--- src/include/mrd_dft_macros.svh ---
`ifndef MRD_DFT_MACROS_SVH
`define MRD_DFT_MACROS_SVH

// sample part width and radix-3 product width
`define MRD_W_DATA 30
`define MRD_W_TEMP 48

// complex lanes per vector
`define MRD_LANES 5

// sin(60 deg) in Q14, and the shift that drops the fraction
`define MRD_C3_Q14 14189
`define MRD_C3_SHIFT 14

// cycles through each butterfly kernel
`define MRD_KERNEL_LAT 3

`endif

--- src/source/mrd_dft_pkg.sv ---
`include "mrd_dft_macros.svh"

package mrd_dft_pkg;

	// one complex sample, real part in the upper half
	typedef struct packed {
		logic signed [`MRD_W_DATA-1:0] re;
		logic signed [`MRD_W_DATA-1:0] im;
	} cplx_t;

	// lane 0 is the leftmost element
	typedef cplx_t [0:`MRD_LANES-1] cplx_vec_t;

	// kernel selection
	typedef enum logic [1:0] {
		RDX_2 = 2'd0,
		RDX_3 = 2'd1,
		RDX_4 = 2'd2
	} radix_t;

endpackage

--- src/source/mrd_dft_cfg.sv ---
module mrd_dft_cfg import mrd_dft_pkg::*; (
	input  logic   clk,
	input  logic   rst_n,
	input  logic   cfg_wr,
	input  radix_t cfg_radix,
	input  logic   pipe_empty,
	output radix_t radix
);

	logic   pend;
	radix_t pend_radix;

	// a write on this cycle overrides anything still waiting
	logic   req;
	radix_t req_radix;

	assign req       = cfg_wr | pend;
	assign req_radix = cfg_wr ? cfg_radix : pend_radix;

	always_ff @(posedge clk) begin
		if (!rst_n) begin
			radix      <= RDX_3;
			pend       <= 1'b0;
			pend_radix <= RDX_3;
		end else begin
			if (cfg_wr) begin
				pend_radix <= cfg_radix;
			end
			if (pipe_empty) begin
				// nothing in flight, safe to switch kernels
				if (req) begin
					radix <= req_radix;
				end
				pend <= 1'b0;
			end else begin
				pend <= req;
			end
		end
	end

endmodule

--- src/source/mrd_dft_core.sv ---
`include "mrd_dft_macros.svh"

module mrd_dft_core import mrd_dft_pkg::*; (
	input  logic      clk,
	input  logic      rst_n,
	input  radix_t    radix,
	input  logic      in_val,
	input  cplx_vec_t din,
	output logic      out_val,
	output cplx_vec_t dout,
	output logic      pipe_empty
);

	localparam int w_infl = $clog2(`MRD_KERNEL_LAT + 1);

	logic      k2_val;
	logic      k3_val;
	logic      k4_val;
	cplx_vec_t k2_dout;
	cplx_vec_t k3_dout;
	cplx_vec_t k4_dout;

	logic      sel_val;
	cplx_vec_t sel_dout;

	// vectors currently inside the kernels
	logic [w_infl-1:0] infl;

	// all kernels run in parallel on the same stream
	mrd_dft_rdx2 u_rdx2 (
		.clk(clk), .rst_n(rst_n), .in_val(in_val), .din(din),
		.out_val(k2_val), .dout(k2_dout)
	);

	mrd_dft_rdx3 u_rdx3 (
		.clk(clk), .rst_n(rst_n), .in_val(in_val), .din(din),
		.out_val(k3_val), .dout(k3_dout)
	);

	mrd_dft_rdx4 u_rdx4 (
		.clk(clk), .rst_n(rst_n), .in_val(in_val), .din(din),
		.out_val(k4_val), .dout(k4_dout)
	);

	always_comb begin
		case (radix)
			RDX_2: begin
				sel_val  = k2_val;
				sel_dout = k2_dout;
			end
			RDX_4: begin
				sel_val  = k4_val;
				sel_dout = k4_dout;
			end
			default: begin
				sel_val  = k3_val;
				sel_dout = k3_dout;
			end
		endcase
	end

	always_ff @(posedge clk) begin
		if (!rst_n) begin
			out_val <= 1'b0;
			dout    <= '0;
			infl    <= '0;
		end else begin
			out_val <= sel_val;
			if (sel_val) begin
				dout <= sel_dout;
			end
			// one in per in_val, one out per kernel valid
			infl <= infl + w_infl'(in_val) - w_infl'(k3_val);
		end
	end

	assign pipe_empty = !in_val && (infl == '0) && !out_val;

endmodule

--- src/source/mrd_dft_rdx2.sv ---
`include "mrd_dft_macros.svh"

module mrd_dft_rdx2 import mrd_dft_pkg::*; (
	input  logic      clk,
	input  logic      rst_n,
	input  logic      in_val,
	input  cplx_vec_t din,
	output logic      out_val,
	output cplx_vec_t dout
);

	logic [1:0] val_r;

	cplx_t s1_sum;
	cplx_t s1_dif;
	cplx_t s2_sum;
	cplx_t s2_dif;

	// valid tracking, one bit per stage
	always_ff @(posedge clk) begin
		if (!rst_n) begin
			val_r   <= 2'b00;
			out_val <= 1'b0;
		end else begin
			val_r[0] <= in_val;
			val_r[1] <= val_r[0];
			out_val  <= val_r[1];
		end
	end

	always_ff @(posedge clk) begin
		// stage 1: the butterfly itself
		s1_sum.re <= din[0].re + din[1].re;
		s1_sum.im <= din[0].im + din[1].im;
		s1_dif.re <= din[0].re - din[1].re;
		s1_dif.im <= din[0].im - din[1].im;

		// stage 2: delay only, keeps latency equal to the other kernels
		s2_sum <= s1_sum;
		s2_dif <= s1_dif;

		// stage 3
		dout[0] <= s2_sum;
		dout[1] <= s2_dif;
		for (int i = 2; i < `MRD_LANES; i++) begin
			dout[i] <= '0;
		end
	end

endmodule

--- src/source/mrd_dft_rdx3.sv ---
`include "mrd_dft_macros.svh"

module mrd_dft_rdx3 import mrd_dft_pkg::*; (
	input  logic      clk,
	input  logic      rst_n,
	input  logic      in_val,
	input  cplx_vec_t din,
	output logic      out_val,
	output cplx_vec_t dout
);

	localparam logic signed [`MRD_W_TEMP-1:0] c3_pos = `MRD_C3_Q14;
	localparam logic signed [`MRD_W_TEMP-1:0] c3_neg = -`MRD_C3_Q14;

	logic [1:0] val_r;

	// stage 1
	cplx_t s1_a;
	cplx_t s1_s;
	cplx_t s1_t;

	// stage 2
	cplx_t s2_x0;
	cplx_t s2_m;
	logic signed [`MRD_W_TEMP-1:0] s2_prod_re;
	logic signed [`MRD_W_TEMP-1:0] s2_prod_im;

	// truncated rotation term
	logic signed [`MRD_W_TEMP-1:0] prod_re_sh;
	logic signed [`MRD_W_TEMP-1:0] prod_im_sh;
	cplx_t rot;

	always_ff @(posedge clk) begin
		if (!rst_n) begin
			val_r   <= 2'b00;
			out_val <= 1'b0;
		end else begin
			val_r[0] <= in_val;
			val_r[1] <= val_r[0];
			out_val  <= val_r[1];
		end
	end

	always_ff @(posedge clk) begin
		// stage 1: s = b + c, t = c - b
		s1_a      <= din[0];
		s1_s.re   <= din[1].re + din[2].re;
		s1_s.im   <= din[1].im + din[2].im;
		s1_t.re   <= din[2].re - din[1].re;
		s1_t.im   <= din[2].im - din[1].im;

		// stage 2: half of s truncates toward zero
		s2_x0.re  <= s1_a.re + s1_s.re;
		s2_x0.im  <= s1_a.im + s1_s.im;
		s2_m.re   <= s1_a.re - s1_s.re / 2;
		s2_m.im   <= s1_a.im - s1_s.im / 2;

		// j * sin60 * t, still in Q14
		s2_prod_re <= s1_t.im * c3_neg;
		s2_prod_im <= s1_t.re * c3_pos;
	end

	assign prod_re_sh = s2_prod_re >>> `MRD_C3_SHIFT;
	assign prod_im_sh = s2_prod_im >>> `MRD_C3_SHIFT;
	assign rot.re     = prod_re_sh[`MRD_W_DATA-1:0];
	assign rot.im     = prod_im_sh[`MRD_W_DATA-1:0];

	always_ff @(posedge clk) begin
		// stage 3
		dout[0]    <= s2_x0;
		dout[1].re <= s2_m.re + rot.re;
		dout[1].im <= s2_m.im + rot.im;
		dout[2].re <= s2_m.re - rot.re;
		dout[2].im <= s2_m.im - rot.im;
		for (int i = 3; i < `MRD_LANES; i++) begin
			dout[i] <= '0;
		end
	end

endmodule

--- src/source/mrd_dft_rdx4.sv ---
`include "mrd_dft_macros.svh"

module mrd_dft_rdx4 import mrd_dft_pkg::*; (
	input  logic      clk,
	input  logic      rst_n,
	input  logic      in_val,
	input  cplx_vec_t din,
	output logic      out_val,
	output cplx_vec_t dout
);

	logic [1:0] val_r;

	// stage 1 partial sums
	cplx_t s1_ac_sum;
	cplx_t s1_ac_dif;
	cplx_t s1_bd_sum;
	cplx_t s1_bd_dif;

	// stage 2
	cplx_t s2_x0;
	cplx_t s2_x2;
	cplx_t s2_u;
	cplx_t s2_mjv;

	always_ff @(posedge clk) begin
		if (!rst_n) begin
			val_r   <= 2'b00;
			out_val <= 1'b0;
		end else begin
			val_r[0] <= in_val;
			val_r[1] <= val_r[0];
			out_val  <= val_r[1];
		end
	end

	always_ff @(posedge clk) begin
		// stage 1: u = a - c, v = b - d
		s1_ac_sum.re <= din[0].re + din[2].re;
		s1_ac_sum.im <= din[0].im + din[2].im;
		s1_ac_dif.re <= din[0].re - din[2].re;
		s1_ac_dif.im <= din[0].im - din[2].im;
		s1_bd_sum.re <= din[1].re + din[3].re;
		s1_bd_sum.im <= din[1].im + din[3].im;
		s1_bd_dif.re <= din[1].re - din[3].re;
		s1_bd_dif.im <= din[1].im - din[3].im;

		// stage 2
		s2_x0.re <= s1_ac_sum.re + s1_bd_sum.re;
		s2_x0.im <= s1_ac_sum.im + s1_bd_sum.im;
		s2_x2.re <= s1_ac_sum.re - s1_bd_sum.re;
		s2_x2.im <= s1_ac_sum.im - s1_bd_sum.im;
		s2_u     <= s1_ac_dif;
		// -j*v is a swap plus one negation, no multiplier
		s2_mjv.re <= s1_bd_dif.im;
		s2_mjv.im <= -s1_bd_dif.re;

		// stage 3: X1 = u - j*v, X3 = u + j*v
		dout[0]    <= s2_x0;
		dout[1].re <= s2_u.re + s2_mjv.re;
		dout[1].im <= s2_u.im + s2_mjv.im;
		dout[2]    <= s2_x2;
		dout[3].re <= s2_u.re - s2_mjv.re;
		dout[3].im <= s2_u.im - s2_mjv.im;
		for (int i = 4; i < `MRD_LANES; i++) begin
			dout[i] <= '0;
		end
	end

endmodule

--- src/source/mrd_dft_top.sv ---
module mrd_dft_top import mrd_dft_pkg::*; (
	input  logic      clk,
	input  logic      rst_n,
	input  logic      in_val,
	input  cplx_vec_t din,
	input  logic      cfg_wr,
	input  radix_t    cfg_radix,
	output logic      out_val,
	output cplx_vec_t dout,
	output radix_t    cur_radix
);

	radix_t radix;
	logic   pipe_empty;

	mrd_dft_cfg u_cfg (
		.clk       (clk),
		.rst_n     (rst_n),
		.cfg_wr    (cfg_wr),
		.cfg_radix (cfg_radix),
		.pipe_empty(pipe_empty),
		.radix     (radix)
	);

	mrd_dft_core u_core (
		.clk       (clk),
		.rst_n     (rst_n),
		.radix     (radix),
		.in_val    (in_val),
		.din       (din),
		.out_val   (out_val),
		.dout      (dout),
		.pipe_empty(pipe_empty)
	);

	assign cur_radix = radix;

endmodule

--- config.mk ---
export PLATFORM = sky130hd
export DESIGN_NAME = mrd_dft_top
export DESIGN_NICKNAME = d
export VERILOG_FILES = /design/src/source/mrd_dft_pkg.sv /design/src/source/mrd_dft_cfg.sv /design/src/source/mrd_dft_core.sv /design/src/source/mrd_dft_rdx2.sv /design/src/source/mrd_dft_rdx3.sv /design/src/source/mrd_dft_rdx4.sv /design/src/source/mrd_dft_top.sv
export VERILOG_INCLUDE_DIRS = /design/src /design/src/include
export SDC_FILE = /design/constraint.sdc
export NUM_CORES = 2
export LEC_CHECK = 0
export CORE_MARGIN = 3
export CORE_UTILIZATION = 65
export DETAILED_ROUTE_END_ITERATION = 6
export DONT_BUFFER_PORTS = 1
export MAX_ROUTING_LAYER = met4
export PLACE_DENSITY = 0.84
export RECOVER_POWER = 100
export SYNTH_ARGS = -nofsm -noshare
export SYNTH_HDL_FRONTEND = slang
export SYNTH_HIERARCHICAL = 1
export SYNTH_SLANG_ARGS = --single-unit
--- constraint.sdc ---
create_clock -name clk -period 7.1 [get_ports clk]
set_input_delay 1.42 -clock clk [delete_from_list [all_inputs] [get_ports clk]]
set_output_delay 1.42 -clock clk [all_outputs]
set_load 0.05 [all_outputs]
==> After elaboration in Yosys (flattened, before gate mapping) <==
Index checks and enable logic that the tools add are counted.
{ "word_totals": {"out_inout_bits": 303, "ff_bits": 1965, "inputBits": 306, "elab_cells": 130} }
{ "classes": {"n_bitwise": 4, "n_reduce_logical": 8, "eq_ne": 1, "mux": 3, "n_addsub": 37, "mul": 2} }
{ "op_table": {"columns": ["operator", "n"], "rows": [
  ["$pmux W300 S2", 1],
  ["$add A30 B30 Y30", 16],
  ["$sub A30 B30 Y30", 16],
  ["$mul A30 B15 Y44 const B", 2],
  ["$add A30 B1 Y30", 2],
  ["$neg A30 Y30", 1],
  ["$logic_not A2 Y1", 2],
  ["$add A2 B1 Y2", 1],
  ["$and A1 B1 Y1", 2],
  ["$eq A2 B2 Y1 const B", 1],
  ["$logic_and A1 B1 Y1", 2],
  ["$logic_not A1 Y1", 2],
  ["$mux W2", 1],
  ["$pmux W1 S2", 1],
  ["$reduce_and A2 Y1", 1],
  ["$reduce_or A2 Y1", 1],
  ["$sub A2 B1 Y2", 1],
  ["$not A1 Y1", 1],
  ["$or A1 B1 Y1", 1]
]} }

==> Logic depth before layout (Yosys ltp) <==
{ "logic_depth": {"depth_word": 4, "depth_mapped": 23, "mapped_depth_nobuf": 23} }

==> Modules after synthesis <==
Netlist, hierarchy kept.
{ "modules_own_cells": {"columns": ["module", "area_per_inst_um2", "instances", "cells_per_inst"], "rows": [
  ["mrd_dft_rdx3", 45667.5, 1, 4963],
  ["mrd_dft_rdx4", 38972.4, 1, 4422],
  ["mrd_dft_core", 18813.0, 1, 2018],
  ["mrd_dft_rdx2", 14864.3, 1, 1485],
  ["mrd_dft_cfg", 217.7, 1, 20]
]} }

==> Worst setup path before layout <==
OpenSTA, ideal clock, no wires.
{ "synth_path": {"path_type": "flip-flop to flip-flop", "start": "register u_core/u_rdx3/s1_t[59] in the netlist's numbering", "end": "register u_core.u_rdx3.s2_prod_im[43]", "synth_period_minus_slack_ps": 5663, "t_required_ps": 6976, "setup_slack_ps": 1437, "setup_ps": 124, "t_arrival_ps": 5539, "path_stages_with_launch": 23, "path_cell_list": "dfxtp_1 -> ha_1 -> inv_1 -> fa_1 -> fa_1 -> inv_1 -> fa_1 -> inv_1 -> fa_1 -> inv_1 -> fa_1 -> inv_1 -> ha_1 -> a21o_1 -> a21o_1 -> a21oi_1 -> nor2b_1 -> o21a_1 -> o21a_1 -> o21ai_0 -> nand2_1 -> a41o_1 -> xor2_1"} }
{ "synth_via": {"elab_chain_len": 1} }
{ "synth_rtl": {"columns": ["item", "line_no", "source"], "rows": [
  ["from (decl)", "mrd_dft_rdx3.sv:20", "cplx_t s1_t;"],
  ["$mul A30 B15 Y44", "mrd_dft_rdx3.sv:60", "s2_prod_im <= s1_t.re * c3_pos;"],
  ["to (signal assigned)", "mrd_dft_rdx3.sv:60", null],
  ["to (decl)", "mrd_dft_rdx3.sv:26", "logic signed [`MRD_W_TEMP-1:0] s2_prod_im;"]
]} }
Every way passes these cells.
A chain may end at the register's enable or synchronous reset.

==> Worst setup path in the final report <==
{ "layout_path": {"start": "register u_cfg.radix[1]", "end": "register, netlist name u_core/dout[270]"} }
{ "layout_via": {"elab_chain_len": 2} }
{ "layout_rtl": {"columns": ["item", "line_no", "source"], "rows": [
  ["from (decl)", "mrd_dft_cfg.sv:7", "output radix_t radix"],
  ["from (signal assigned)", "mrd_dft_cfg.sv:32", "radix <= req_radix;"],
  ["$eq A2 B2 Y1 / $logic_not A2 Y1 (equally long branches)", "mrd_dft_core.sv:46", "case (radix)"],
  ["$pmux W300 S2 / $pmux W1 S2 (equally long branches)", "mrd_dft_core.sv:46", null]
]} }
Parallel ways exist; a longest one is shown, timed or not.

==> impl_metrics.csv <==
group,metric,value,unit
outcome,status,"complete, but fails checks",
outcome,violations,"max-capacitance violations, max-slew violations",
synthesis,ys_seq_area_share,32.38,%
place,gp_congestion,1.049,
sta,relSlewSlack,-148.8,%
sta,max_freq,150.6,MHz
floorplan,core,180900,µm²
cts,cts_setup_buffers,0,
cts,cts_resized,0,
grt,grt_first_pass_wirelength,541600,µm
worst_setup_path,crit_cells,4,
cts,cts_max_level,4,
floorplan,fp.dieW,433.0,µm
worst_setup_path,path_cells,"mux2i_1 > o21a_1 > clkbuf_4 > mux2i_1",
worst_setup_path,cpMostUsedCell,"mux2i_1",
place,portBuffers,0,
floorplan,die_h,433.0,µm
final_layout,layout.nets,14640,
worst_setup_path,start_kind,"flop",
cts,cts.path.max_buffers,3,
grt,grt_max_degree,622,
synthesis,ys_ff_latch,1917,
route,wire_per_inst,24.38,µm
cts,root_buffer,"clkbuf_16",
route,vias,90930,
sta,fin_crit,6.638,ns
sta,fin_tns_setup,0,ns
sta,fin_crit_sh,93.49,%
route,firstDrtPassIters,6,
grt,grt_use_total,39.32,%
grt,gr-total-overflow,0,
worst_setup_path,worstSetupStartpoint,"u_cfg/radix[1]",
synthesis,synth_top_cell_by_area,"dfxtp_1",
cts,clock-sinks,1917,
synthesis,yosys.area_share.simple,10.61,%
route,via_per_inst,5.979,
synthesis,synth_area,118500,µm²
synthesis,yosys.cell_count.top_type,"dfxtp_1",
synthesis,synth_top_area_share,32.38,%
sta,hold_viol,0,
synthesis,synthXorXnorAreaFrac,7.167,%
synthesis,synth_common_cells,"1917 x dfxtp_1, 1456 x inv_1, 1342 x ha_1",
worst_setup_path,worstReg2RegStart,"u_cfg/radix[1]",
floorplan,start_util,65.51,%
synthesis,ys_types,115,
grt,grt_pass1_vias,89870,
worst_setup_path,crit_family,"flip-flops",
synthesis,synth.area.top_cells,"dfxtp_1 32%, ha_1 14%, fa_1 6.0%",
worst_setup_path,r2r-end,"u_core/dout[270]",
worst_setup_path,cp_data_arrival_time,7.28,ns
synthesis,synth_top_family_by_area,"adder cells",
worst_setup_path,crit_buf_inv,1,
grt,antenna_found_initial,44,
final_layout,ff_latch_area,38380,µm²
route,drt-total-wl,370700,µm
final_layout,utilization,69.07,%
sta,timing.hold.ws,0.3155,ns
worst_setup_path,path_class,"reg -> reg",
worst_setup_path,rr_worst_depth,4,
synthesis,ys_warn_count,6,
floorplan,rows,156,
final_layout,fin_area,125000,µm²
synthesis,synthCells,12910,
final_layout,syn_to_final_growth,5.437,%
synthesis,ys_async_sr_fraction,0,%
hold_path,hp-class,"reg -> reg",
worst_setup_path,endpoint,"u_core/dout[270]",
route,drc,0,
cts,cts_tree,"done",
synthesis,synthAdderAreaFrac,20.19,%
cts,cts.clk_slew.worst_paths,0.07,ns
cts,cts_hold_buf,0,
worst_setup_path,required,7.74,ns
worst_setup_path,end_kind,"flop",
flow_run,cap_violations,8,
worst_setup_path,cp_max_fo,111,
route,ant_nets,0,
cts,cts_buffers,195,
route,first_iter_violations,7878,
sta,worst_pin_slew,3.732,ns
sta,grt_setup_unrepaired,"no",
floorplan,io_pins,609,
synthesis,synth-compound-area-share,15.20,%
place,place_area,118200,µm²
final_layout,fillCellCount,13770,
sta,finClkSkew,0.03944,ns
place,hpwl,295000,µm
floorplan,dieArea,187500,µm²
synthesis,synth_area_per_cell,9.183,µm²
synthesis,synth_ff_type,"dfxtp_1",
cts,clkLatencyLatePin,0.88,ns
worst_setup_path,r2r_slack,0.46,ns
final_layout,multi_input_area,70610,µm²
synthesis,synth_edf_count,0,
final_layout,final_layout_size_suffix_gt1_share,5.665,%
worst_setup_path,crit_slowest_cell,"dfxtp_1",
worst_setup_path,max_stage_delay,2.18,ns
sta,setup_violations,0,
sta,maxSlewViolCount,591,
synthesis,synthMuxAreaShare,5.495,%
worst min path at each step:
stage,end,start,depth (start not counted),slack (ns)
floorplan,u_core/u_rdx2/dout[180],u_core/u_rdx2/s2_dif[0],0,0.31
global placement,u_core/u_rdx2/s2_sum[2],u_core/u_rdx2/s1_sum[2],0,0.31
detailed placement,u_core/u_rdx4/s2_mjv[35],u_core/u_rdx4/s1_bd_dif[5],0,0.31
CTS,u_core/u_rdx4/dout[162],u_core/u_rdx4/s2_x2[42],0,0.32
global route,u_core/u_rdx2/s2_sum[9],u_core/u_rdx2/s1_sum[9],0,0.32
finish,u_core/u_rdx2/s2_sum[10],u_core/u_rdx2/s1_sum[10],0,0.32
placed cells by master, fill, tap and decap left out, drive strengths merged, types with 54 or more instances in the layout:
| cell type | instances |
|---|---|
| conb | 360 |
| mux2 | 302 |
| o211ai | 344 |
| nor4 | 69 |
| a31oi | 85 |
| a211oi | 85 |
| nor3 | 183 |
| xor2 | 192 |
| mux2i | 311 |
| clkinv | 58 |
| nand3 | 112 |
| o21a | 77 |
| fa | 357 |
| ha | 1342 |
| or3 | 54 |
| clkbuf | 273 |
| o31ai | 86 |
| a21o | 198 |
| inv | 1509 |
| nor2 | 802 |
| a21oi | 889 |
| nand4 | 66 |
| dfxtp | 1917 |
| nand2b | 400 |
| nand2 | 621 |
| o21ai | 370 |
| o21bai | 235 |
| nor2b | 117 |
| xnor2 | 778 |
stage by stage:
step	cells	worst slack, ns
after floorplan	13270	1.437
final	15210	0.4619
after global routing	15200	0.1250
after detailed placement	14810	0.5290
after global placement	14810	0.5951
after CTS	15170	0.5021
state kept, by name (all words and copies together), names as in the netlist, 118 cells and up:
signal and cells:
u_core/u_rdx3/dout 178, u_core/u_rdx2/dout 118, u_core/u_rdx4/dout 236, u_core/dout 300
routing by layer:
metal	part of all wire, %	wire length, µm	vias up	global-route usage (%)
met2	47	173000	3790	64.03
met1	39	144900	43840	45.77
met4	7.1	26270	0	23.60
met3	7.2	26650	994	6.393
met5	0	0	-	-
li1	-	-	42300	-
cells by family (layout without fill, tap and decap cells):
family	after synthesis	count (layout)
AOI/OAI and AO/OA	2727	2727
xor gates and xnor gates	970	970
adders and majority gates	1699	1699
buffers and inverters	2366	1899
DFF	1917	1917
muxes	613	613
other	3	400
and+or+nand+nor	2613	2613
worst reg2reg max path, cell delays in order (launching register included):
cell and delay, ns:
dfxtp_1 2.18, mux2i_1 0.35, o21a_1 1.51, clkbuf_4 1.76, mux2i_1 0.61
area by class of cell:
| type | instances | share of cell area, % |
|---|---|---|
| Antenna cell | 40 | 0.08009 |
| Clock buffer | 248 | 4.307 |
| Clock inverter | 112 | 1.327 |
| Inverter | 1501 | 4.508 |
| Multi-Input combinational cell | 8982 | 56.50 |
| Sequential cell | 1917 | 30.71 |
| Tap cell | 2370 | 2.373 |
| Timing Repair Buffer | 38 | 0.1992 |
Power is left out: the tool's default activity adds up to more than one toggle a clock period on the data nets, which glitch-free logic cannot reach.
